$ cat src/logic/img_cap_pkg.sv
// Shared video timing, FIFO sizing and bundle types, imported by every design and bench file
package img_cap_pkg;

	// ====================
	// 640 x 480 at 60 Hz, one clock per pixel
	// ====================
	localparam int h_active = 640;          // Visible pixels per line
	localparam int h_front  = 16;
	localparam int h_sync   = 96;           // hs low width
	localparam int h_back   = 48;
	localparam int h_total  = 800;          // Full line period

	localparam int v_active = 480;          // Visible lines per frame
	localparam int v_front  = 10;
	localparam int v_sync   = 2;            // vs low width in lines
	localparam int v_back   = 33;
	localparam int v_total  = 525;          // Full frame period

	localparam int h_bits = $clog2(h_total); // Horizontal counter width
	localparam int v_bits = $clog2(v_total); // Vertical counter width

	// Pixel FIFO size, absorbs camera to display phase
	localparam int fifo_depth = 1024;

	// ====================
	// Bundles
	// ====================
	typedef struct packed {
		logic [4:0] r;
		logic [5:0] g;
		logic [4:0] b;
	} rgb565_t;                             // Camera color

	typedef struct packed {
		logic [7:0] r;
		logic [7:0] g;
		logic [7:0] b;
	} rgb888_t;                             // HDMI color

	typedef struct packed {
		logic    sof;                       // First pixel of a camera frame
		rgb565_t pixel;
	} cam_pixel_t;

	typedef struct packed {
		logic hs;                           // Active low
		logic vs;                           // Active low
		logic de;
		logic first;                        // First active pixel of the frame
	} video_t;

	typedef struct packed {
		logic streaming;
		logic underrun;
		logic overflow;
	} img_status_t;

endpackage

$ cat src/logic/pixel_out.sv
// HDMI parallel port stage; widens RGB565 to RGB888, blanks and registers with the syncs
`timescale 1ns/1ns

module pixel_out import img_cap_pkg::*; (
	input  logic    clk_25_2m,
	input  logic    reset,
	input  video_t  video,
	input  rgb565_t pixel,
	input  logic    black,
	output rgb888_t hdmi_d,
	output logic    hdmi_de,
	output logic    hdmi_hs,
	output logic    hdmi_vs
);

	rgb888_t wide;  // Expanded color before blanking

	// Replicate top bits into the low end so full scale stays full scale
	always_comb begin
		wide.r = {pixel.r, pixel.r[4:2]};
		wide.g = {pixel.g, pixel.g[5:4]};
		wide.b = {pixel.b, pixel.b[4:2]};
	end

	always_ff @(posedge clk_25_2m) begin
		if (!reset) begin
			hdmi_d  <= '0;
			hdmi_de <= 1'b0;
			hdmi_hs <= 1'b1;    // Syncs idle high
			hdmi_vs <= 1'b1;
		end else begin
			hdmi_d  <= (video.de && !black) ? wide : '0;
			hdmi_de <= video.de;
			hdmi_hs <= video.hs;
			hdmi_vs <= video.vs;
		end
	end

endmodule

$ cat config.mk
export PLATFORM = sky130hd
export DESIGN_NAME = pixel_out
export DESIGN_NICKNAME = d
export VERILOG_FILES = /design/src/logic/img_cap_pkg.sv /design/src/logic/pixel_out.sv
export SDC_FILE = /design/constraint.sdc
export NUM_CORES = 1
export LEC_CHECK = 0
export ABC_AREA = 1
export BUFFER_PORTS_ARGS = -buffer_cell sky130_fd_sc_hd__buf_2
export CAP_MARGIN = 0
export CORE_MARGIN = 4
export CORE_UTILIZATION = 37
export CTS_BUF_LIST = sky130_fd_sc_hd__clkbuf_4 sky130_fd_sc_hd__clkbuf_8 sky130_fd_sc_hd__clkbuf_16
export DETAILED_ROUTE_END_ITERATION = 7
export GPL_ROUTABILITY_DRIVEN = 0
export GPL_TIMING_DRIVEN = 0
export HOLD_SLACK_MARGIN = 0.08
export PLACE_DENSITY_LB_ADDON = 0.12
export RECOVER_POWER = 100
export SLEW_MARGIN = 20
export SYNTH_ARGS = -nofsm -noshare
export SYNTH_HDL_FRONTEND = slang
export SYNTH_SLANG_ARGS = --single-unit
$ cat constraint.sdc
create_clock -name clk_25_2m -period 0.8 [get_ports clk_25_2m]
set_input_delay 0.08 -clock clk_25_2m [delete_from_list [all_inputs] [get_ports clk_25_2m]]
set_output_delay 0.08 -clock clk_25_2m [all_outputs]
set_load 0.01 [all_outputs]
# Word-level counts from Yosys, hierarchy flattened
# Index checks and enable logic that the tools add are counted.
word_totals:
  register_bits: 27
  out_inout_bits: 27
op_classes:
  n_reduce_logical: 3
ops:
  columns: ["op", "count"]
  rows:
  - ["2-bit AND reduction", 1]
  - ["1-bit logical AND", 1]
  - ["1-bit zero test", 1]

# Longest topological paths before layout
depth:
  word_depth: 3
  depth_mapped: 4
  ltp_nobuf: 3

# Worst setup path after synthesis
# Ideal clock, no wire load.
synth_path:
  path_type: "reg-to-output"
  start: "reg hdmi_d[14] in the netlist's numbering"
  end: "out hdmi_d[14] in the netlist's numbering"
  arrival_time_ns: 0.485
  setup_slack_ns: 0.235
  path_stages_with_launch: 2
  path_buffers: 1
  path_cell_list: "dfxtp_1 -> buf_4"
synth_lines:
  columns: ["item", "line_no", "source"]
  rows:
  - ["from (decl)", "pixel_out.sv:10", "output rgb888_t hdmi_d,"]
  - ["from (signal assigned)", "pixel_out.sv:32", "hdmi_d <= (video.de && !black) ? wide : '0;"]
# No word-level cell between the ends.

==> results.sh <==
export IMPL_wl_per_cell_um=11.46
export IMPL_crit_type="register to primary output"
export IMPL_synth_warnings=0
export IMPL_drt_vias_per_instance=4.096
export IMPL_h_tree_depth=1
export IMPL_clk_pin_slew_ps=100
export IMPL_grt_pass1_vias=642
export IMPL_cp_depth=2
export IMPL_hpwl_um=943.2
export IMPL_first_pass_iters=3
export IMPL_rsz0062_at_grt="true"
export IMPL_synthesis_nets=91
export IMPL_outcome="finished, violations left"
export IMPL_ir_drop_v=0.001091
export IMPL_max_freq_mhz=1078
export IMPL_cpPeakStageDelay_ps=350
export IMPL_critPathTopFamily="flip-flops"
export IMPL_ys_types=9
export IMPL_track_usage_pct=14.26
export IMPL_syn_area_um2=645.6
export IMPL_maxCapViolCount=0
export IMPL_worst_pin_slew_ps=153.7
export IMPL_worstHoldPathType="input pin to register"
export IMPL_fin_ws_ps=-127.8
export IMPL_fillers=109
export IMPL_crit_buf_inv=2
export IMPL_violations="setup timing"
export IMPL_clockRootBuffer="clkbuf_4"
export IMPL_leakage_nw=0.7009
export IMPL_ys_seq_area_share_pct=58.91
export IMPL_antenna_left=0
export IMPL_drive_gt1_share_pct=58.57
export IMPL_io_pins=50
export IMPL_n_antenna_cell=0
export IMPL_nNetsFinal=164
export IMPL_crit_top_cell="buf_6"
export IMPL_io_buffers=48
export IMPL_pre_cts_ws_ps=120.4
export IMPL_syn_avg_cell_area_um2=9.494
export IMPL_grt_ovfl_total=0
export IMPL_ys_ff_latch=19
export IMPL_relSlewSlack_pct=89.75
export IMPL_power_per_cell_area_mw_per_mm2=1372
export IMPL_hold_viol_final=0
export IMPL_vias=639
export IMPL_start_kind="register"
export IMPL_endpoint_kind="primary output"
export IMPL_setup_viol=23
export IMPL_cp_cell_sequence="buf_6 > buf_6"
export IMPL_cp_data_arrival_time_ps=850
export IMPL_cts_tree="yes"
export IMPL_hold_depth=4
export IMPL_die_w_um=49.77
export IMPL_grt_pass1_wl_um=2697
export IMPL_core_region_area_mm2=0.001577
export IMPL_drc=0
export IMPL_dieArea_mm2=0.002477
export IMPL_die_y_um=49.77
export IMPL_holdWs_ps=93.91
export IMPL_required_ps=720
export IMPL_finalCritPeriodShare_pct=116.0
export IMPL_syn_inst=68
export IMPL_numCtsBuffers=3
export IMPL_fin_setup_tns_ps=-1278
export IMPL_grt_antenna_before_repair=0
export IMPL_num_rows=14
export IMPL_period_minus_slack_ps=927.8
export IMPL_placed_area_um2=905.9
export IMPL_slowest_stage="dfxtp_2"
export IMPL_cp_max_fo=2
export IMPL_totalPowerFinal_mw=1.747
export IMPL_area_growth_pct=97.29
export IMPL_final_area_mm2=0.001274
export IMPL_start_util_pct=40.95
export IMPL_clock_sinks=19
export IMPL_clock_path_buffers=2
export IMPL_grt_start_max_net_pins=12
export IMPL_drtIter0Drc=4
export IMPL_routed_wl_um=1787
export IMPL_drv_slew=0
-- report_power, final --
group | switching, mW | internal, mW
sequential | 0.0138 | 0.977
combinational | 0.113 | 0.188
clock | 0.270 | 0.186
-- cell type report --
class,count,area (µm²),area share [%]
plain buffers,9,105.1,8.251
clock buffers,3,22.52,1.768
clock inverters,1,5.005,0.3929
inverters,20,75.07,5.894
multi-input cells,20,118.9,9.332
flip-flops and latches,19,394.1,30.94
well taps,16,20.02,1.572
repair buffers,68,533.0,41.85
-- state kept, by name (all words and copies together), names as in the netlist --
register,cells
hdmi_de,1
hdmi_d,16
hdmi_hs,1
hdmi_vs,1
-- metal layers --
layer	vias up	GRT usage [%]	wire length [µm]
li1	323	-	-
met1	291	13.33	580
met2	23	29.30	1096
met3	2	3.614	100
met4	0	4.147	10
met5	-	0	0
-- placed cells by master (no fill, tap or decap) --
cell type	n
buf_2	32
buf_6	23
buf_8	1
clkbuf_1	1
clkbuf_4	3
clkinv_2	1
dfxtp_1	8
dfxtp_2	11
dlygate4sd3_1	20
inv_1	20
nand2_1	3
nand3_4	1
nor2_1	6
nor2_2	9
nor2_4	1
-- per-stage QoR --
step	cells	utilization (%)
final	156	80.79
after global routing	156	80.79
after CTS	156	78.81
after detailed placement	132	57.46
after global placement	132	57.46
after floorplan	68	-
-- worst min-delay path: stages --
cell,delay (ps)
buf_2,80
inv_1,50
nand3_4,100
nor2_1,40
-- Yosys cell counts --
| master | count | area, µm² |
|---|---|---|
| nor2_2 | 9 | 56.30 |
| buf_4 | 8 | 60.06 |
| nor2_1 | 6 | 22.52 |
| dfxtp_1 | 19 | 380.4 |
| buf_6 | 1 | 11.26 |
| nor2_4 | 1 | 11.26 |
| nand3_4 | 1 | 17.52 |
| inv_1 | 20 | 75.07 |
| nand2_1 | 3 | 11.26 |
-- path summary, 6_finish.rpt --
check,startpoint,endpoint,slack (ps)
setup / recovery,hdmi_d[18],hdmi_d[23],-130
hold / removal,black,hdmi_d[11],90
-- logic make-up (layout without fill, tap and decap cells) --
kind of cell,Yosys count,in the layout,synth area share [%]
flops,19,19,58.91
buf+inv,29,101,22.67
simple gates,20,20,18.41
-- repair_timing --
| action | CTS | global route |
|---|---|---|
| gates resized for setup | 27 | 8 |
| buffers inserted | 0 | 0 |
| hold buffers | 20 | 1 |
| setup endpoints to repair | 27 | 38 |
| hold endpoints to repair | 19 | 2 |
Note: power is estimated with default switching activity, not from simulation.
