===== config.mk =====
export PLATFORM = sky130hd
export DESIGN_NAME = cam_capture
export DESIGN_NICKNAME = d
export VERILOG_FILES = /design/src/logic/img_cap_pkg.sv /design/src/logic/cam_capture.sv
export SDC_FILE = /design/constraint.sdc
export NUM_CORES = 1
export LEC_CHECK = 0
export ABC_AREA = 1
export BUFFER_PORTS_ARGS = -buffer_cell sky130_fd_sc_hd__buf_2
export CAP_MARGIN = 20
export CORE_MARGIN = 2
export CORE_UTILIZATION = 38
export CTS_BUF_LIST = sky130_fd_sc_hd__clkbuf_4
export DETAILED_ROUTE_END_ITERATION = 16
export PLACE_DENSITY = 0.84
export SLEW_MARGIN = 20
export SYNTH_ARGS = -nofsm -noshare
export SYNTH_HDL_FRONTEND = slang
export SYNTH_SLANG_ARGS = --single-unit

===== constraint.sdc =====
create_clock -name clk_25_2m -period 0.8 [get_ports clk_25_2m]
set_input_delay 0.16 -clock clk_25_2m [delete_from_list [all_inputs] [get_ports clk_25_2m]]
set_output_delay 0.16 -clock clk_25_2m [all_outputs]
set_load 0.03 [all_outputs]

===== src/logic/img_cap_pkg.sv =====
// Shared video timing, FIFO sizing and bundle types, imported by every design and bench file
package img_cap_pkg;

	// ====================
	// 640 x 480 at 60 Hz, one clock per pixel
	// ====================
	localparam int h_active = 640;          // Visible pixels per line
	localparam int h_front  = 16;
	localparam int h_sync   = 96;           // hs low width
	localparam int h_back   = 48;
	localparam int h_total  = 800;          // Full line period

	localparam int v_active = 480;          // Visible lines per frame
	localparam int v_front  = 10;
	localparam int v_sync   = 2;            // vs low width in lines
	localparam int v_back   = 33;
	localparam int v_total  = 525;          // Full frame period

	localparam int h_bits = $clog2(h_total); // Horizontal counter width
	localparam int v_bits = $clog2(v_total); // Vertical counter width

	// Pixel FIFO size, absorbs camera to display phase
	localparam int fifo_depth = 1024;

	// ====================
	// Bundles
	// ====================
	typedef struct packed {
		logic [4:0] r;
		logic [5:0] g;
		logic [4:0] b;
	} rgb565_t;                             // Camera color

	typedef struct packed {
		logic [7:0] r;
		logic [7:0] g;
		logic [7:0] b;
	} rgb888_t;                             // HDMI color

	typedef struct packed {
		logic    sof;                       // First pixel of a camera frame
		rgb565_t pixel;
	} cam_pixel_t;

	typedef struct packed {
		logic hs;                           // Active low
		logic vs;                           // Active low
		logic de;
		logic first;                        // First active pixel of the frame
	} video_t;

	typedef struct packed {
		logic streaming;
		logic underrun;
		logic overflow;
	} img_status_t;

endpackage


===== src/logic/cam_capture.sv =====
// Camera bus front end; registers the pins, tags frame starts and pushes pixels into the FIFO
`timescale 1ns/1ns

module cam_capture import img_cap_pkg::*; (
	input  logic       clk_25_2m,
	input  logic       reset,
	input  logic       cam_vsync,
	input  logic       cam_href,
	input  rgb565_t    cam_data,
	output cam_pixel_t pix,
	output logic       pix_valid,
	input  logic       pix_ready,
	output logic       overflow
);

	logic    vsync_q;    // Registered pins
	logic    href_q;
	rgb565_t data_q;
	logic    vsync_prev; // For edge detect
	logic    sof_armed;  // Edge seen, waiting for first pixel
	logic    vsync_fall;
	logic    present;

	// ====================
	// Input registers
	// ====================
	always_ff @(posedge clk_25_2m) begin
		if (!reset) begin
			vsync_q    <= 1'b0;
			href_q     <= 1'b0;
			vsync_prev <= 1'b0;  // Low so a camera already in blanking gives no false edge
		end else begin
			vsync_q    <= cam_vsync;
			href_q     <= cam_href;
			vsync_prev <= vsync_q;
		end
	end

	always_ff @(posedge clk_25_2m) begin
		data_q <= cam_data;     // Pixel payload
	end

	assign vsync_fall = vsync_prev & ~vsync_q;  // End of vertical blanking
	assign present    = href_q & ~vsync_q;      // One pixel per clock in the line

	// ====================
	// Frame start and overflow tracking
	// ====================
	always_ff @(posedge clk_25_2m) begin
		if (!reset) begin
			sof_armed <= 1'b0;
			overflow  <= 1'b0;
		end else begin
			if (present)
				sof_armed <= 1'b0;      // Tag consumed by this pixel
			else if (vsync_fall)
				sof_armed <= 1'b1;
			if (present && !pix_ready)
				overflow <= 1'b1;       // Sticky, camera cannot be stalled
		end
	end

	// Pixel is dropped when the FIFO is full
	assign pix.sof   = sof_armed | vsync_fall;
	assign pix.pixel = data_q;
	assign pix_valid = present;

endmodule


## After elaboration in Yosys (flattened, before gate mapping)

Cells that the tools add are included.

| cells by class | value |
|---|---|
| add/subtract/negate cells | 0 |
| multipliers | 0 |
| divide/modulo/power cells | 0 |
| $lt $le $gt $ge | 0 |
| eq/ne operators | 0 |
| shift operators | 0 |
| muxes and demuxes | 0 |
| bitwise gates (word level) | 5 |
| reductions and logical operators | 3 |

Operators with widths:

| cell | count |
|---|---|
| AND 1 bit | 2 |
| NOT 1 bit | 2 |
| OR reduction 2 bit | 1 |
| logical AND 1 bit | 1 |
| logical NOT 1 bit | 1 |
| bitwise OR 1 bit | 1 |

| storage, ports and cells | value |
|---|---|
| flip-flop bits (word level) | 21 |
| latch bits | 0 |
| bits in writable memories | 0 |
| ROM bits | 0 |
| output and inout bits | 19 |
| logic and storage cells | 16 |
| memories kept | 0 |

## Longest topological paths before layout

Gate-level depths: netlist of the first run.

| logic depth | value |
|---|---|
| depth after elaboration | 3 |
| depth in mapped cells | 5 |
| depth with buffers taken out | 5 |

## Worst setup path after synthesis of the first run

No wires, ideal clock.

| timing | value |
|---|---|
| path type | register to register |
| start | register vsync_q |
| end | register sof_armed |
| library setup time | 0.124 ns |
| arrival time | 0.679 ns |
| required time | 0.676 ns |
| path slack | -0.003 ns |
| cell stages (with the launch flop) | 5 |
| path buffers | 0 |
| period minus slack after synthesis | 0.803 ns |
| path through | dfxtp_1 inv_2 nand2_1 inv_1 nor2_2 |

| between the ends | value |
|---|---|
| longest elaborated chain between the ends | 3 |
| elaborated cells on any way between the ends | 4 |

Ends and longest elaborated chain:

| what | RTL line | source |
|---|---|---|
| from (decl) | cam_capture.sv:16 | `logic vsync_q;` |
| from (signal assigned) | cam_capture.sv:33 | `vsync_q <= cam_vsync;` |
| NOT 1 bit | cam_capture.sv:44 | `assign present = href_q & ~vsync_q;` |
| AND 1 bit | cam_capture.sv:44 |  |
| net pix_valid | cam_capture.sv:11 | `output logic pix_valid,` |
| OR reduction 2 bit (no line) | - |  |
| to (signal assigned) | cam_capture.sv:51 | `sof_armed <= 1'b0;` |
| to (signal assigned) | cam_capture.sv:55 | `sof_armed <= 1'b0;` |
| to (signal assigned) | cam_capture.sv:57 | `sof_armed <= 1'b1;` |
| to (decl) | cam_capture.sv:20 | `logic sof_armed;` |

The timed path passes the listed nets, and every way through them passes these cells.
A chain may end at the register's enable or synchronous reset.

==> results of run 1 <==
==> metal layers <==
| metal | vias up | global-route usage (%) |
|---|---|---|
| li1 | 249 | - |
| met4 | 0 | 7.50 |
| met5 | - | 0 |
| met1 | 237 | 14.7 |
| met2 | 24 | 35.3 |
| met3 | 2 | 4.44 |
==> power breakdown <==
part           internal, mW  switching, mW  leakage, nW
Clock                 0.186          0.304       0.0177
Combinational         0.216          0.180        0.369
Sequential             1.11         0.0267        0.177
Total                  1.51          0.511        0.564
==> repair_timing <==
action                                  CTS  global route
gates cloned                              0             0
hold buffers                             16             0
resized for setup                        57             2
endpoints found under the setup margin   19            21
buffers inserted                          3             3
endpoints found under the hold margin    16             0
pin swaps                                 0             2
==> registers in the layout (all words and copies together) (netlist names) <==
signal      flops
sof_armed       1
vsync_q         1
overflow        1
href_q          1
pix            16
vsync_prev      1
==> worst max-delay path, stage by stage, from the launching register on <==
cell and delay [ps]:
dfxtp_2 340, inv_2 70, nand2_2 50, nand2_2 90, buf_6 130
==> worst max path at each step <==
stage	startpoint	to	slack, ps	depth (start not counted)
floorplan	vsync_q	sof_armed	30	5
global placement	vsync_q	pix_valid	3	4
detailed placement	vsync_q	pix_valid	-40	4
CTS	vsync_q	pix_valid	-300	4
global route	vsync_q	pix[16]	-380	4
finish	vsync_q	pix[16]	-330	4
==> cells in the final DEF, fill, tap and decap left out <==
cell	netlist	layout
inv_2	1	2
buf_6	0	19
nand2_1	4	3
dfxtp_1	21	3
a21oi_2	0	1
clkbuf_4	0	3
nand3_2	0	1
inv_1	8	7
nor2_2	1	1
clkinv_2	0	1
dfxtp_2	0	18
nand2_2	3	4
buf_2	0	20
buf_4	0	8
dlygate4sd3_1	0	16
==> area by class of cell <==
class,count,share of cell area [%]
inverter,9,3.02
tap,15,1.68
sequential,21,39.6
multi-input combinational,10,5.48
clock inverter,1,0.447
clock buffer,3,2.01
timing repair buffer,63,47.8
==> cell families (layout without fill, tap and decap cells) <==
logic type | after synthesis | after routing | synth area share (%)
AOI/OAI and AO/OA | 1 | 1 | 0.992
buffers and inverters | 9 | 76 | 6.70
DFF | 21 | 21 | 83.4
and+or+nand+nor | 9 | 9 | 8.93
==> through the flow <==
stage                     instances  setup WS [ps]  hold WS, ps
after detailed placement         96          -39.2          264
after global placement           96           3.26          262
final                           122           -325         49.4
after CTS                       119           -305         42.5
after global routing            122           -377         48.5
after floorplan                  40           30.5          188
==> results.txt, run 1 <==
Slew @ Worst Pin - 121 ps
dpl hpwl - 668 um
RSZ-0062 raised after global routing - yes
Initial Util - 39.7%
Clock Latency Late Sink - 300 ps
post-layout util - 88.2%
largest net degree at the start of global routing - 13
Post-Syn Nets - 61
Commonest cells post-synth - 21 x dfxtp_1, 8 x inv_1, 4 x nand2_1, 3 x nand2_2
hold depth - 3
number of synthesized flops with an enable pin - 0
hold endpoint - vsync_q
die width - 40.4 um
multi-input logic area - 61.3 um2
Netlist cell types - 8
Final WS setup - -325 ps
Final ANT Viol Nets - 0
Num CTS Buffers - 3
Main synth FF type - dfxtp_1
cell area after layout - 0.00112 mm2
IO buf count - 39
Initial DRT Pass Iterations - 3
MaxCap Viol Count - 0
register area - 443 um2
failing checks - negative setup slack
Fmax - 889 MHz
endpoint class of the critical path - output port
Area growth syn-to-layout - 122%
number of synthesis warnings - 0
final WL - 1470 um
register bit total from synthesis - 21
crit path DAT - 970 ps
area of the die - 0.00163 mm2
worst r2r src - vsync_q
maximum clock path buffer count - 2
top post-synthesis cells by area - dfxtp_1 83%, inv_1 6.0%, nand2_2 3.7%, nand2_1 3.0%, nor2_2 1.2%
grt ovf - 0
clock skew - 12.8 ps
antenna violations before repair - 0
Slew headroom - 92.0%
WL/cell - 12.0 um
top cell type's share of synthesized area - 83.4%
GRT Util Overall - 17.2%
CP required - 640 ps
worst IR drop on VDD - 1.30 mV
Top Ports - 40
post-route total power - 2.02 mW
HP Class - primary input to flop
metal2 WL - 837 um
endpoints failing hold - 0
fin nets - 129
Final Critical Period - 1130 ps
Crit Reg-Reg Endpoint - sof_armed
H-tree levels - 1
ant diodes - 0
clock-pin slew on the worst setup and hold paths - 100 ps
num rows - 13
Die Y-Extent - 40.4 um
r2r setup slk - -270 ps
fin crit share - 141%
cell taking the most area after synthesis - dfxtp_1
Setup crit start kind - flop
vias per cell - 4.20
layout cells sized above 1 - 72.9%
Leakage - 0.564 nW
DRC Markers - 0
first-pass GRT wire length - 1760 um
RD Place Congestion - 0.573
1st-iter DRT viols - 5
pwr/cell area - 1810 mW/mm2
fillers - 66
CTS Root Buffer Type - clkbuf_4
CTS tree - yes
vias in the first global route - 479
clock sinks - 21
run status - complete, but fails checks
Via Count - 512
Setup CP Type - flop to output port
cells after synthesis - 40
Max FO, Critical Path - 3
synthesized area per cell - 12.6 um2
Hold Path Origin - cam_vsync
highest metal used - met4
fin. max-slew vios - 0
sequential area share after synthesis - 83.4%
WL met1 - 515 um
mapped cell area - 504 um2
worst reg2reg path depth - 8
Final TNS setup - -3100 ps
Post-synth ARST share - 0%
DP Area - 733 um2
cell with the most instances after synthesis - dfxtp_1
Final Setup Violations - 21
WL met3 - 105 um
CORE AREA - 0.00127 mm2
Power figures use the tool's default switching activity.
==> run 2: changes to the inputs <==
--- a/config.mk
+++ b/config.mk
@@ -8,11 +8,13 @@
 export ABC_AREA = 1
 export BUFFER_PORTS_ARGS = -buffer_cell sky130_fd_sc_hd__buf_2
 export CAP_MARGIN = 20
+export CELL_PAD_IN_SITES_DETAIL_PLACEMENT = 2
+export CELL_PAD_IN_SITES_GLOBAL_PLACEMENT = 2
 export CORE_MARGIN = 2
-export CORE_UTILIZATION = 38
+export CORE_UTILIZATION = 21
 export CTS_BUF_LIST = sky130_fd_sc_hd__clkbuf_4
 export DETAILED_ROUTE_END_ITERATION = 16
-export PLACE_DENSITY = 0.84
+export PLACE_DENSITY = 0.83
 export SLEW_MARGIN = 20
 export SYNTH_ARGS = -nofsm -noshare
 export SYNTH_HDL_FRONTEND = slang
==> run 2 against run 1 <==
- the run still ends with negative setup slack left
- combinational power down 3%
- largest power group unchanged
- count of clock-buffer cells in the layout unchanged
- final cell count up 7.4%
- critical path depth unchanged
- sequential share of layout area up 0.22 points
- non-clock buffer count down 4
- critical endpoint unchanged
- sequential power about the same
- sequential cell count unchanged
- total power down 0.17%
- clock power about the same
- cell area down 0.56%
==> results.txt, run 2 (synthesized netlist as in run 1, its figures left out) <==
highest metal used - met4 (unchanged)
commonest non-fill, non-tap cells in the layout - 20 x buf_2, 20 x buf_6, 18 x dfxtp_2 (was 20 x buf_2, 19 x buf_6, 18 x dfxtp_2)
cell area after layout - 0.00111 mm2 (was 0.00112 mm2)
Gate power share - 19.1% (was 19.6%)
fillers - 224 (was 66)
CTS Root Buffer Type - clkbuf_4 (unchanged)
clock skew - 2.92 ps (was 12.8 ps)
Via Count - 498 (was 512)
Crit path buffers/inverters - 2 (unchanged)
CTS tree - yes (unchanged)
Final Critical Period - 1120 ps (was 1130 ps)
HP Class - primary input to flop (unchanged)
stages on the worst setup path - 4 (unchanged)
RD Place Congestion - 0.528 (was 0.573)
fin nets - 125 (was 129)
failing checks - negative setup slack (unchanged)
vias per cell - 3.80 (was 4.20)
area of the die - 0.00281 mm2 (was 0.00163 mm2)
Sw Ratio - 25.6% (was 25.3%)
crit-path max cell delay - 380 ps (was 340 ps)
Area growth syn-to-layout - 121% (was 122%)
grt ovf - 0 (unchanged)
endpoint class of the critical path - output port (unchanged)
Clock Latency Late Sink - 290 ps (was 300 ps)
Initial Util - 22.6% (was 39.7%)
Num CTS Buffers - 3 (unchanged)
maximum clock path buffer count - 2 (unchanged)
die width - 53 um (was 40.4 um)
ant diodes - 0 (unchanged)
RSZ-0062 raised after global routing - yes (unchanged)
CP required - 640 ps (about the same)
Final ANT Viol Nets - 0 (unchanged)
worst IR drop on VDD - 0.825 mV (was 1.30 mV)
Fmax - 893 MHz (was 889 MHz)
hold depth - 3 (unchanged)
crit path DAT - 960 ps (was 970 ps)
Leakage - 0.550 nW (was 0.564 nW)
CORE AREA - 0.00223 mm2 (was 0.00127 mm2)
antenna violations before repair - 0 (unchanged)
Final WS setup - -319 ps (was -325 ps)
critical path cell sequence - inv_4 -> nand2_4 -> nand2_4 -> buf_6 (was inv_2 -> nand2_2 -> nand2_2 -> buf_6)
GRT Util Overall - 14.0% (was 17.2%)
WL met3 - 110 um (was 105 um)
Initial DRT Pass Iterations - 1 (was 3)
vias in the first global route - 581 (was 479)
NetSw - 516 uW (was 511 uW)
clock-pin slew on the worst setup and hold paths - 110 ps (was 100 ps)
clock sinks - 21 (unchanged)
internal power - 1.50 mW (was 1.51 mW)
max FFs per register - 16 (unchanged)
largest net degree at the start of global routing - 13 (unchanged)
worst reg2reg path depth - 7 (was 8)
IO buf count - 39 (unchanged)
CP max stage cell - dfxtp_2 (unchanged)
pwr/cell area - 1810 mW/mm2 (about the same)
family with the most delay on the worst path - flip-flops (unchanged)
Die Y-Extent - 53 um (was 40.4 um)
num rows - 17 (was 13)
WL/cell - 13.7 um (was 12.0 um)
Slew @ Worst Pin - 140 ps (was 121 ps)
H-tree levels - 1 (unchanged)
Slew headroom - 90.7% (was 92.0%)
Final Setup Violations - 20 (was 21)
layout cells sized above 1 - 69.9% (was 72.9%)
1st-iter DRT viols - 0 (was 5)
post-route total power - 2.02 mW (about the same)
Top Ports - 40 (unchanged)
most frequent CP cell - nand2_4 (was nand2_2)
endpoints failing hold - 0 (unchanged)
final WL - 1790 um (was 1470 um)
DP Area - 749 um2 (was 733 um2)
Setup crit start kind - flop (unchanged)
Max FO, Critical Path - 3 (unchanged)
dpl hpwl - 1090 um (was 668 um)
Setup CP Type - flop to output port (unchanged)
sequential power share - 56.6% (was 56.2%)
fin. max-slew vios - 0 (unchanged)
metal2 WL - 1110 um (was 837 um)
DRC Markers - 0 (unchanged)
WL met1 - 554 um (was 515 um)
first-pass GRT wire length - 2590 um (was 1760 um)
MaxCap Viol Count - 0 (unchanged)
Clock power frac - 24.3% (was 24.2%)
run status - complete, but fails checks (unchanged)
fin crit share - 140% (was 141%)
run 2: cell count changes in the layout (fill, tap and decap cells not counted):
cell     before  now
nand2_4       0    2
inv_2         2    1
buf_4         8    3
nand3_1       0    1
a21oi_2       1    0
inv_4         0    1
buf_6        19   20
a21oi_1       0    1
nand2_2       4    2
nand3_2       1    0
run 2: timing repair:
item	CTS	global route
cloned	0	0
hold buffers	16	0
setup buffers	2	1
hold endpoints to repair	16	0
endpoints found under the setup margin	20	20
gates resized for setup	56	5
pin swaps	0	1
run 2: per-layer routing:
| layer | track usage [%] | vias up |
|---|---|---|
| li1 | - | 238 |
| met3 | 2.82 | 2 |
| met2 | 31.0 | 26 |
| met5 | 0 | - |
| met4 | 6.41 | 0 |
| met1 | 10.7 | 232 |
run 2: power by group through the flow:
stage | clock [mW] | sequential (mW) | combinational [mW]
detailed placement | 0 | 1.14 | 0.245
CTS | 0.515 | 1.14 | 0.372
floorplan | 0 | 1.23 | 0.0360
finish | 0.491 | 1.14 | 0.386
global route | 0.565 | 1.15 | 0.408
global placement | 0 | 1.14 | 0.240
run 2: final timing paths:
path / start / end / slack, ps
min: cam_href / href_q / 50
min reg2reg: vsync_q / vsync_prev / 480
max: vsync_q / pix[16] / -320
max reg2reg: vsync_q / sof_armed / -150
run 2: stage by stage:
step / setup TNS [ps] / utilization, % / cells / hold WS, ps / setup WS, ps
finish: -2860 / 49.8 / 131 / 49.6 / -319
global route: -3670 / 49.8 / 131 / 47.6 / -363
CTS: -3050 / 49.0 / 131 / 35.2 / -338
detailed placement: -96.4 / 33.6 / 109 / 264 / -48.2
global placement: -3.36 / 33.6 / 109 / 262 / -3.36
floorplan: 0 / - / 40 / 188 / 30.5
run 2: worst register-to-register path, cell delays in order, from the launching register on:
cell and delay [ps]:
dfxtp_2 380, inv_4 50, nand2_4 60, nand2_4 50, buf_4 130, buf_6 100
nand2_2 50, nor2_2 40
run 2: area by class of cell:
type / count / area, um2 / share of cell area (%)
clock inverters: 1 / 5.00 / 0.450
multi-input cells: 10 / 62.6 / 5.62
clock buffers: 3 / 22.5 / 2.02
repair buffers: 59 / 508 / 45.7
inverters: 9 / 36.3 / 3.26
well taps: 28 / 35.0 / 3.15
flip-flops and latches: 21 / 443 / 39.8
