--- src/logic/img_cap_pkg.sv ---
// Shared video timing, FIFO sizing and bundle types, imported by every design and bench file
package img_cap_pkg;

	// ====================
	// 640 x 480 at 60 Hz, one clock per pixel
	// ====================
	localparam int h_active = 640;          // Visible pixels per line
	localparam int h_front  = 16;
	localparam int h_sync   = 96;           // hs low width
	localparam int h_back   = 48;
	localparam int h_total  = 800;          // Full line period

	localparam int v_active = 480;          // Visible lines per frame
	localparam int v_front  = 10;
	localparam int v_sync   = 2;            // vs low width in lines
	localparam int v_back   = 33;
	localparam int v_total  = 525;          // Full frame period

	localparam int h_bits = $clog2(h_total); // Horizontal counter width
	localparam int v_bits = $clog2(v_total); // Vertical counter width

	// Pixel FIFO size, absorbs camera to display phase
	localparam int fifo_depth = 1024;

	// ====================
	// Bundles
	// ====================
	typedef struct packed {
		logic [4:0] r;
		logic [5:0] g;
		logic [4:0] b;
	} rgb565_t;                             // Camera color

	typedef struct packed {
		logic [7:0] r;
		logic [7:0] g;
		logic [7:0] b;
	} rgb888_t;                             // HDMI color

	typedef struct packed {
		logic    sof;                       // First pixel of a camera frame
		rgb565_t pixel;
	} cam_pixel_t;

	typedef struct packed {
		logic hs;                           // Active low
		logic vs;                           // Active low
		logic de;
		logic first;                        // First active pixel of the frame
	} video_t;

	typedef struct packed {
		logic streaming;
		logic underrun;
		logic overflow;
	} img_status_t;

endpackage

--- src/logic/video_timing.sv ---
// 640 x 480 display timing; counters start at the first active pixel and drive the video bundle
`timescale 1ns/1ns

module video_timing import img_cap_pkg::*; (
	input  logic   clk_25_2m,
	input  logic   reset,
	output video_t video
);

	logic [h_bits-1:0] h_cnt;   // Pixel in line with 0 the first active
	logic [v_bits-1:0] v_cnt;   // Line in frame with 0 the first active
	logic              h_last;
	logic              v_last;
	logic              h_in_sync;
	logic              v_in_sync;

	assign h_last = h_cnt == h_bits'(h_total - 1);
	assign v_last = v_cnt == v_bits'(v_total - 1);

	// ====================
	// Counters
	// ====================
	always_ff @(posedge clk_25_2m) begin
		if (!reset) begin
			h_cnt <= '0;
			v_cnt <= '0;
		end else begin
			if (h_last) begin
				h_cnt <= '0;
				if (v_last)
					v_cnt <= '0;                // New frame
				else
					v_cnt <= v_cnt + 1'b1;
			end else begin
				h_cnt <= h_cnt + 1'b1;
			end
		end
	end

	// ====================
	// Decode
	// ====================
	// Per line the order is active, front porch, sync and back porch
	assign h_in_sync = (h_cnt >= h_bits'(h_active + h_front)) &&
		(h_cnt < h_bits'(h_active + h_front + h_sync));
	// Same order in lines
	assign v_in_sync = (v_cnt >= v_bits'(v_active + v_front)) &&
		(v_cnt < v_bits'(v_active + v_front + v_sync));

	always_comb begin
		video.hs    = ~h_in_sync;           // Active low
		video.vs    = ~v_in_sync;           // Active low
		video.de    = (h_cnt < h_bits'(h_active)) && (v_cnt < v_bits'(v_active));
		video.first = (h_cnt == '0) && (v_cnt == '0);
	end

endmodule

--- config.mk ---
export PLATFORM = sky130hd
export DESIGN_NAME = video_timing
export DESIGN_NICKNAME = d
export VERILOG_FILES = /design/src/logic/img_cap_pkg.sv /design/src/logic/video_timing.sv
export SDC_FILE = /design/constraint.sdc
export NUM_CORES = 1
export LEC_CHECK = 0
export ABC_AREA = 0
export BUFFER_PORTS_ARGS = -buffer_cell sky130_fd_sc_hd__buf_4
export CORE_ASPECT_RATIO = 0.8
export CORE_MARGIN = 5
export CORE_UTILIZATION = 30
export DETAILED_ROUTE_END_ITERATION = 6
export PLACE_DENSITY = 0.51
export SYNTH_ARGS = -nofsm -noshare
export SYNTH_HDL_FRONTEND = slang
export SYNTH_SLANG_ARGS = --single-unit
--- constraint.sdc ---
create_clock -name clk_25_2m -period 1.9 [get_ports clk_25_2m]
set_clock_uncertainty 0.1 [all_clocks]
set_input_delay 0.095 -clock clk_25_2m [delete_from_list [all_inputs] [get_ports clk_25_2m]]
set_output_delay 0.095 -clock clk_25_2m [all_outputs]
set_load 0.005 [all_outputs]
Word-level counts from Yosys, hierarchy flattened
Cells that the tools add are included.
{"block": "totals", "register_bits": 20, "inputBits": 2, "wordCells": 23}
{"block": "classes", "n_addsub": 2, "magnitude_cmp": 6, "eq_ne": 2, "n_mux": 1, "bitwise": 3, "reduce_logical": 7}
{"cell": "adder 10 x 1 -> 10 bit (second input constant)", "n": 2}
{"cell": "== test 10 bit (second input constant)", "n": 2}
{"cell": "logical NOT 10 bit", "n": 2}
{"cell": "less-than comparator 10 bit (second input constant)", "n": 2}
{"cell": "less-than comparator 10 x 9 -> 1 bit (second input constant)", "n": 2}
{"cell": "greater-or-equal comparator 10 bit (second input constant)", "n": 1}
{"cell": "greater-or-equal comparator 10 x 9 -> 1 bit (second input constant)", "n": 1}
{"cell": "2-to-1 mux 10 bit", "n": 1}
{"cell": "logical AND 1 bit", "n": 4}
{"cell": "NOT 1 bit", "n": 3}
{"cell": "OR reduction 2 bit", "n": 1}

Depth between registers and ports, before layout
Gate-level depths: netlist of the first run.
{"block": "depth", "ltp_word": 3, "ltp_mapped": 6}

Least setup slack after synthesis of the first run
No wires, ideal clock.
{"block": "synth_path", "path_type": "register -> register", "start": "register h_cnt[0]", "end": "register v_cnt[9]", "setup_ps": 70, "arrival_ps": 1917, "required_time_ps": 1730, "setup_slack_ps": -187, "stages_incl_launch_ff": 7, "path_buffers": 1, "synth_period_minus_slack_ps": 2087, "cell_sequence": "dfxtp_1 > ha_1 > nand3_1 > or4_1 > buf_2 > or4_1 > a21oi_1"}
{"block": "synth_via", "elab_chain_len": 1}
{"item": "start, declared", "line_no": "video_timing.sv:10", "text": "logic [h_bits-1:0] h_cnt;"}
{"item": "start signal, assigned", "line_no": "video_timing.sv:35", "text": "h_cnt <= h_cnt + 1'b1;"}
{"item": "== test 10 bit", "line_no": "video_timing.sv:17", "text": "assign h_last = h_cnt == h_bits'(h_total - 1);"}
{"item": "end signal, assigned", "line_no": "video_timing.sv:33", "text": "v_cnt <= v_cnt + 1'b1;"}
{"item": "end, declared", "line_no": "video_timing.sv:11", "text": "logic [v_bits-1:0] v_cnt;"}
Every way passes these cells.
A chain may end at the register's enable or synchronous reset.

Worst setup path in the final report of the first run
{"block": "layout_path", "start": "register h_cnt[5]", "end": "register v_cnt[9]"}
Same word-level chain as after synthesis.

==> results.json, run 1 <==
{
  "rr_startpoint": "h_cnt[5]",
  "ios": 6,
  "fin_crit_ns": 1.877,
  "cp.required_ns": 1.99,
  "vias_per_cell": 4.984,
  "diodes": 0,
  "synth_edf_count": 0,
  "nets": 153,
  "worstPathMaxFanout": 7,
  "synth_cells": 127,
  "first_global_vias": 966,
  "worst_hold_slack_ns": 0.01065,
  "cp-start-kind": "flip-flop",
  "synth_fa_ha_area_share_pct": 5.869,
  "routed_wl_microns": 2427,
  "core_sq_um": 3423,
  "max_stage_delay_ns": 0.59,
  "leakage_uw": 0.0004993,
  "max_slew_margin_pct": 74.07,
  "instances_no_fill": 187,
  "status": "finished clean",
  "maxCapViolations": 0,
  "place.gp.congestion": 0.7979,
  "synth_top_family_by_area": "simple AND/OR/NAND/NOR gates",
  "fmaxAchievable_ghz": 0.5328,
  "p_per_area_nw_per_um2": 612.9,
  "synthSimpleGateAreaFrac_pct": 35.56,
  "ys_async_sr_fraction_pct": 0,
  "synth-seq-cells": 20,
  "avgRoutedWirePerCell_microns": 12.98,
  "path_delay_family": "simple AND/OR/NAND/NOR gates",
  "ys_types": 30,
  "die_x_microns": 76.65,
  "grt_max_degree": 12,
  "yosys_most_used_dff": "dfxtp_1",
  "area_delta_synth_final_pct": 21.48,
  "initial_core_util_pct": 31.14,
  "post_cts_buffers": 0,
  "port_buffers": 5,
  "drt_iter0_markers": 19,
  "worstSetupEndpointType": "flip-flop",
  "placed_cells": 183,
  "hp-class": "in2reg",
  "fin_crit_sh_pct": 98.78,
  "yosysWarningCount": 0,
  "rsz0062_at_grt": "true",
  "h-tree-depth": 1,
  "synth_xor_area_share_pct": 10.68,
  "hold_path_depth": 2,
  "vias": 932,
  "clkTransAtPathRegs_ns": 0.08,
  "crit_chain": "or2_4 -> or4_4 -> or4_1 -> a21oi_1",
  "rows": 19,
  "critPathKind": "reg2reg",
  "syn_area_sq_um": 1066,
  "drive_above_1_share_pct": 22.76,
  "synthMuxAreaShare_pct": 0,
  "maxSlewViolCount": 0,
  "setup_viol": 0,
  "die_y_microns": 63.32,
  "r2r_cells": 4,
  "antenna_found_initial": 0,
  "first_pass_iters": 4,
  "clkLatencyLatePin_ns": 0.26,
  "synth_fp_nets": 134,
  "critPathSlowestCell": "or4_4",
  "clk_path_buf_depth": 2,
  "grt_pass1_wl_microns": 4319,
  "hold_end": "h_cnt[4]",
  "yosysSeqAreaShare_pct": 37.56,
  "worstMarginPinSlew_ns": 0.3854,
  "die-area_sq_um": 4853,
  "overflow": 0,
  "dpl.hpwl_microns": 1869,
  "root_buffer": "clkbuf_8",
  "grt_use_total_pct": 10.88,
  "rrSetupSlack_ns": 0.02,
  "numCtsBuffers": 3,
  "min_from": "reset",
  "ir_drop_v": 0.0003467,
  "synth_compound_area_share_pct": 5.986,
  "worstPathArrival_ns": 1.97,
  "post_cts_resized": 0,
  "hold_viol": 0,
  "ant_nets": 0,
  "cp.buffers_inverters": 0,
  "cts_tree": "built",
  "syn_area_per_cell_sq_um": 8.394,
  "hold_buffers": 0,
  "r2r-end": "v_cnt[9]",
  "cts_sinks": 20,
  "drc": 0
}
[stage by stage]
stage | util (%) | TNS (ns) | setup WS [ns] | instance area (sq um) | power, uW
after floorplan | - | 0 | 0.004508 | 1087 | 458.0
after global placement | 36.04 | 0 | 0.06465 | 1234 | 472.2
after detailed placement | 36.04 | 0 | 0.03482 | 1234 | 473.8
after CTS | 37.65 | 0 | 0.02131 | 1289 | 800.6
after global routing | 37.83 | -0.02324 | -0.02324 | 1295 | 823.1
final | 37.83 | 0 | 0.02321 | 1295 | 793.7
[layout make-up]
class / instances / area (sq um)
fillers: 391 / 2128
multi-input cells: 99 / 635.6
flip-flops and latches: 20 / 405.4
repair buffers: 17 / 127.6
clock buffers: 4 / 55.05
well taps: 42 / 52.55
inverters: 5 / 18.77
[worst reg2reg max path, delay by kind of cell (launching register included)]
family	cells	cell delay (ns)
DFF	1	0.33
AOI/OAI and AO/OA	1	0.13
and+or+nand+nor	3	1.26
[power breakdown]
part / switching (uW) / internal (uW)
Clock: 143 / 185
Combinational: 18.4 / 15.8
Sequential: 6.75 / 425
[flip-flops by register name (all words and copies together) (netlist names)]
register  count
h_cnt        10
v_cnt        10
[cell usage after synthesis, types with 4 or more instances]
master / count / area (sq um)
a21oi_1: 4 / 20.02
nand3_1: 13 / 65.06
xnor2_1: 5 / 43.79
ha_1: 5 / 62.56
o21ai_0: 4 / 20.02
nand2_1: 9 / 33.78
nand4_1: 5 / 31.28
inv_1: 5 / 18.77
xor2_1: 8 / 70.07
dfxtp_1: 20 / 400.4
and3_1: 4 / 25.02
nor2_1: 17 / 63.81
[placed cells by master (no fill, tap or decap)]
| cell | synthesis | final |
|---|---|---|
| or4_4 | 0 | 1 |
| buf_4 | 0 | 17 |
| and3_2 | 1 | 1 |
| and2_1 | 3 | 3 |
| nor4_1 | 3 | 3 |
| and3_1 | 4 | 4 |
| ha_2 | 0 | 1 |
| and4b_1 | 1 | 1 |
| or3_1 | 3 | 3 |
| nand2_1 | 9 | 9 |
| nand4_1 | 5 | 5 |
| and4_1 | 1 | 1 |
| nand4b_1 | 1 | 1 |
| or4_1 | 3 | 2 |
| and4bb_2 | 1 | 1 |
| clkbuf_8 | 0 | 4 |
| and3b_1 | 1 | 1 |
| ha_1 | 5 | 4 |
| nor2_1 | 17 | 17 |
| nor2b_1 | 1 | 1 |
| o21ai_2 | 1 | 1 |
| o21ai_0 | 4 | 4 |
| inv_1 | 5 | 5 |
| dfxtp_1 | 20 | 16 |
| nand3_1 | 13 | 12 |
| nand3_2 | 0 | 1 |
| xnor2_1 | 5 | 5 |
| o31ai_1 | 1 | 1 |
| xor2_1 | 8 | 8 |
| nor3_2 | 0 | 1 |
| dfxtp_2 | 0 | 4 |
| or2_4 | 1 | 1 |
| nor3_1 | 2 | 1 |
| a21boi_0 | 1 | 1 |
| a21oi_1 | 4 | 4 |
[logic make-up after synthesis]
| group | Yosys count |
|---|---|
| compound gates | 11 |
| simple gates | 70 |
| fa+ha+maj | 5 |
| xor+xnor | 13 |
| flops | 20 |
| buf+inv | 8 |
[worst max-delay path by stage]
stage | depth (start not counted) | from | endpoint
3_5_place_dp | 4 | h_cnt[6] | v_cnt[9]
3_3_place_gp | 4 | h_cnt[6] | v_cnt[9]
5_1_grt | 4 | h_cnt[5] | v_cnt[9]
2_1_floorplan | 5 | h_cnt[6] | v_cnt[9]
6_report | 4 | h_cnt[5] | v_cnt[9]
4_1_cts | 4 | h_cnt[6] | v_cnt[9]
[layer usage]
metal / up-vias / share of wire [%] / GRT usage, %
li1: 482 / - / -
met1: 431 / 49 / 14.32
met2: 13 / 45 / 16.24
met3: 6 / 4.2 / 4.131
met4: 0 / 1.6 / 3.712
met5: - / 0 / 0
Note: power is estimated with default switching activity, not from simulation.
==> inputs of run 2 (changes only) <==
--- a/config.mk
+++ b/config.mk
@@ -9,9 +9,9 @@
 export BUFFER_PORTS_ARGS = -buffer_cell sky130_fd_sc_hd__buf_4
 export CORE_ASPECT_RATIO = 0.8
 export CORE_MARGIN = 5
-export CORE_UTILIZATION = 30
+export CORE_UTILIZATION = 52
 export DETAILED_ROUTE_END_ITERATION = 6
-export PLACE_DENSITY = 0.51
+export PLACE_DENSITY = 0.76
 export SYNTH_ARGS = -nofsm -noshare
 export SYNTH_HDL_FRONTEND = slang
 export SYNTH_SLANG_ARGS = --single-unit
==> results.json, run 2 (same netlist as run 1, synthesis figures left out) <==
{
  "met1_length_microns": 1048,
  "hp-class": "reg2reg",
  "routed_wl_microns": 2189,
  "die_x_microns": 60.62,
  "fmaxAchievable_ghz": 0.5344,
  "root_buffer": "clkbuf_4",
  "worstMarginPinSlew_ns": 0.3973,
  "placed_area_sq_um": 1181,
  "cts_sinks": 20,
  "avgRoutedWirePerCell_microns": 12.95,
  "first_global_vias": 753,
  "cts_tree": "built",
  "r2r-end": "v_cnt[7]",
  "critical_path.endpoint": "v_cnt[7]",
  "worstPathMaxFanout": 7,
  "first_pass_iters": 4,
  "clk_path_buf_depth": 2,
  "cp-start-kind": "flip-flop",
  "nets": 153,
  "r2r_cells": 5,
  "max_slew_margin_pct": 73.51,
  "reg.largest.list": "h_cnt: 10 flops, v_cnt: 10 flops",
  "vias": 927,
  "worstPathArrival_ns": 2.03,
  "wl_met3_microns": 132,
  "grt_max_degree": 13,
  "post-place-ws_ns": 0.03140,
  "h-tree-depth": 1,
  "ios": 6,
  "setup_viol": 0,
  "drt_iter0_markers": 39,
  "rows": 14,
  "grt_pass1_wl_microns": 3394,
  "ant_nets": 0,
  "critPathKind": "reg2reg",
  "p_per_area_nw_per_um2": 639.3,
  "antenna_found_initial": 0,
  "worstSetupStartpoint": "h_cnt[1]",
  "drive_above_1_share_pct": 22.07,
  "status": "finished clean",
  "ir_drop_v": 0.0006968,
  "die_y_microns": 50.50,
  "rsz0062_at_grt": "true",
  "maxCapViolations": 0,
  "initial_core_util_pct": 55.83,
  "core_sq_um": 1909,
  "fin_ws_ns": 0.02860,
  "diodes": 0,
  "met2_length_microns": 988,
  "rrSetupSlack_ns": 0.03,
  "clkLatencyLatePin_ns": 0.32,
  "maxSlewViolCount": 0,
  "fin_crit_sh_pct": 98.49,
  "drc": 0,
  "highest_layer": "met4",
  "fin_setup_tns_ns": 0,
  "fin_crit_ns": 1.871,
  "final_cell_mix": "16 x nor2_1, 16 x dfxtp_1, 16 x buf_4",
  "worstSetupEndpointType": "flip-flop",
  "overflow": 0,
  "vias_per_cell": 5.485,
  "dpl.hpwl_microns": 1575,
  "hold_viol": 0,
  "area_delta_synth_final_pct": 20.54,
  "port_buffers": 5,
  "numCtsBuffers": 3,
  "design_area_sq_um": 1285,
  "clkTransAtPathRegs_ns": 0.12,
  "rr_startpoint": "h_cnt[1]",
  "place.gp.congestion": 0.8026,
  "worst_hold_slack_ns": 0.4454,
  "leakage_uw": 0.0004955,
  "cp.required_ns": 2.05,
  "utilization_pct": 67.30,
  "die-area_sq_um": 3061,
  "grt_use_total_pct": 14.73
}
## run 2: cell count changes in the layout (fill, tap and decap cells not counted), moves of 2 or more
cell / change
clkbuf_8: -4
dfxtp_2: -2
clkbuf_4: +3
dfxtp_4: +2
## run 2: layout make-up
type                            instances  area [sq um]
Tap cell                               24         30.03
Fill cell                             150         624.3
Multi-Input combinational cell         99         643.1
Sequential cell                        20         410.4
Clock inverter                          1         30.03
Clock buffer                            3         22.52
Inverter                                5         18.77
Timing Repair Buffer                   17         130.1
## run 2: power by group
group	switching, uW	internal, uW
registers	8.14	425
clock network	138	214
logic	18.0	18.6
total	165	657
## run 2: critical path, cell delays in order (launching register included)
cell and delay [ns]:
dfxtp_4 0.38, ha_4 0.14, nand3_2 0.07, or4_4 0.58
or3_1 0.37, a21oi_1 0.18
## run 2: worst min-delay path by stage
| stage | startpoint | endpoint | slack [ns] | depth (start not counted) |
|---|---|---|---|---|
| after detailed placement | reset | h_cnt[6] | 0.27 | 2 |
| final | h_cnt[0] | h_cnt[0] | 0.45 | 2 |
| after global routing | h_cnt[0] | h_cnt[0] | 0.48 | 2 |
| after global placement | reset | h_cnt[6] | 0.26 | 2 |
| after floorplan | reset | h_cnt[6] | 0.12 | 1 |
| after CTS | h_cnt[0] | h_cnt[0] | 0.35 | 1 |
## run 2: per-layer routing
metal,vias to the layer above,global-route usage (%)
li1,479,-
met1,420,21.54
met2,24,19.93
met3,4,6.154
met4,0,3.249
met5,-,0
## run 2: timing repair
action                                  CTS  global route
gates resized for setup                   0             5
buffers inserted                          0             3
endpoints found under the setup margin    0             4
hold buffers                              1             0
hold endpoints to repair                  5             0
## run 2: per-stage QoR
step           total power (uW)  instances
4_1_cts                   821.4        166
6_report                  821.5        169
2_1_floorplan             458.0        127
3_5_place_dp              472.7        161
5_1_grt                   854.9        169
3_3_place_gp              472.3        161
==> inputs of run 3 (changes only) <==
--- a/config.mk
+++ b/config.mk
@@ -6,11 +6,11 @@
 export NUM_CORES = 1
 export LEC_CHECK = 0
 export ABC_AREA = 0
-export BUFFER_PORTS_ARGS = -buffer_cell sky130_fd_sc_hd__buf_4
 export CORE_ASPECT_RATIO = 0.8
 export CORE_MARGIN = 5
-export CORE_UTILIZATION = 52
+export CORE_UTILIZATION = 54
 export DETAILED_ROUTE_END_ITERATION = 6
+export DONT_BUFFER_PORTS = 1
 export PLACE_DENSITY = 0.76
 export SYNTH_ARGS = -nofsm -noshare
 export SYNTH_HDL_FRONTEND = slang
==> results.json, run 3 (same netlist as run 1, synthesis figures left out) <==
{
  "status": "finished clean",
  "reg.largest.list": "h_cnt: 10 flops, v_cnt: 10 flops",
  "hold_viol": 0,
  "fin_crit_sh_pct": 98.85,
  "crit_chain": "or2_4 -> or4_4 -> or4_1 -> a21oi_1",
  "maxSlewViolCount": 0,
  "placed_cells": 157,
  "cts_tree": "built",
  "die_x_microns": 59.68,
  "hp-class": "reg2reg",
  "rrSetupSlack_ns": 0.02,
  "clk_path_buf_depth": 2,
  "rr_startpoint": "h_cnt[5]",
  "p_per_area_nw_per_um2": 540.2,
  "first_global_vias": 752,
  "numCtsBuffers": 3,
  "r2r-end": "v_cnt[9]",
  "power_uw": 646.8,
  "initial_core_util_pct": 56.88,
  "root_buffer": "clkbuf_4",
  "area_delta_synth_final_pct": 12.32,
  "worst_hold_slack_ns": 0.3487,
  "die-area_sq_um": 2968,
  "rsz0062_at_grt": "true",
  "fillCellCount": 169,
  "fmaxAchievable_ghz": 0.5324,
  "overflow": 0,
  "cp.required_ns": 2.03,
  "min_from": "h_cnt[0]",
  "clkLatencyLatePin_ns": 0.29,
  "cp-start-kind": "flip-flop",
  "instances_no_fill": 162,
  "ir_drop_v": 0.0003668,
  "avgRoutedWirePerCell_microns": 12.64,
  "port_buffers": 0,
  "clkTransAtPathRegs_ns": 0.10,
  "cp.depth": 4,
  "first_pass_iters": 5,
  "dpl.hpwl_microns": 1621,
  "worstPathArrival_ns": 2.01,
  "critPathSlowestCell": "or4_4",
  "place.gp.congestion": 0.8376,
  "fin_setup_tns_ns": 0,
  "hold_path_depth": 1,
  "die_y_microns": 49.74,
  "drt_iter0_markers": 19,
  "fin_ws_ns": 0.02185,
  "vias": 880,
  "post-place-ws_ns": 0.04274,
  "routed_wl_microns": 2047,
  "final_cell_mix": "17 x nor2_1, 17 x dfxtp_1, 12 x nand3_1",
  "vias_per_cell": 5.432,
  "h-tree-depth": 1,
  "grt_use_total_pct": 15.12,
  "cts_sinks": 20,
  "ios": 6,
  "leakage_uw": 0.0004542,
  "diodes": 0,
  "ant_nets": 0,
  "antenna_found_initial": 0,
  "drc": 0,
  "path_delay_family": "simple AND/OR/NAND/NOR gates",
  "drive_above_1_share_pct": 17.39,
  "setup_viol": 0,
  "hold_end": "h_cnt[0]",
  "core_sq_um": 1874,
  "r2r_cells": 4,
  "worstMarginPinSlew_ns": 0.4157,
  "critPathKind": "reg2reg",
  "fin_crit_ns": 1.878,
  "grt_pass1_wl_microns": 3484,
  "worstSetupEndpointType": "flip-flop",
  "maxCapViolations": 0,
  "cp.buffers_inverters": 0,
  "max_slew_margin_pct": 72.28,
  "max_stage_delay_ns": 0.58,
  "rows": 14,
  "worstPathMaxFanout": 7,
  "multi_input_area_sq_um": 634.4,
  "nets": 147,
  "regArea_sq_um": 406.6,
  "grt_max_degree": 11
}
==> run 3: area by class of cell <==
cell class / count / area share (%)
clock buffer: 3 / 1.881
inverter: 5 / 1.567
multi-input combinational: 99 / 52.98
sequential: 20 / 33.96
tap: 24 / 2.508
timing repair buffer: 11 / 7.106
==> run 3: layer usage <==
| metal | part of all wire, % | wire length [microns] | vias to the layer above | global-route usage, % |
|---|---|---|---|---|
| li1 | - | - | 468 | - |
| met1 | 50 | 1022 | 392 | 22.12 |
| met2 | 44 | 903 | 16 | 21.94 |
| met3 | 5.3 | 109 | 4 | 4.700 |
| met4 | 0.54 | 11 | 0 | 2.214 |
| met5 | 0 | 0 | - | 0 |
==> run 3: metrics by stage <==
| step | utilization (%) | area (sq um) |
|---|---|---|
| 2_1_floorplan | - | 1087 |
| 3_3_place_gp | 61.42 | 1151 |
| 3_5_place_dp | 61.42 | 1151 |
| 4_1_cts | 63.15 | 1184 |
| 5_1_grt | 63.89 | 1197 |
| 6_report | 63.89 | 1197 |
==> run 3: what timing repair did <==
| item | in CTS | in global routing |
|---|---|---|
| setup buffers | 0 | 1 |
| endpoints found under the hold margin | 20 | 0 |
| resized for setup | 0 | 2 |
| setup endpoints to repair | 0 | 3 |
| hold buffers | 1 | 0 |
==> run 3: where the power goes <==
part	internal (uW)	total [uW]	switching (uW)	leakage [uW]
clock network	73.9	191	117	0.0000138
registers	423	430	6.44	0.000163
logic	11.2	26.4	15.3	0.000277
total	508	647	139	0.000454
==> run 3: worst max-delay path by stage <==
| stage | from | to | slack (ns) |
|---|---|---|---|
| global placement | h_cnt[5] | v_cnt[9] | 0.06 |
| floorplan | h_cnt[6] | v_cnt[9] | 0.005 |
| detailed placement | h_cnt[5] | v_cnt[9] | 0.04 |
| CTS | h_cnt[5] | v_cnt[9] | 0.004 |
| global route | h_cnt[5] | v_cnt[9] | -0.04 |
| finish | h_cnt[5] | v_cnt[9] | 0.02 |
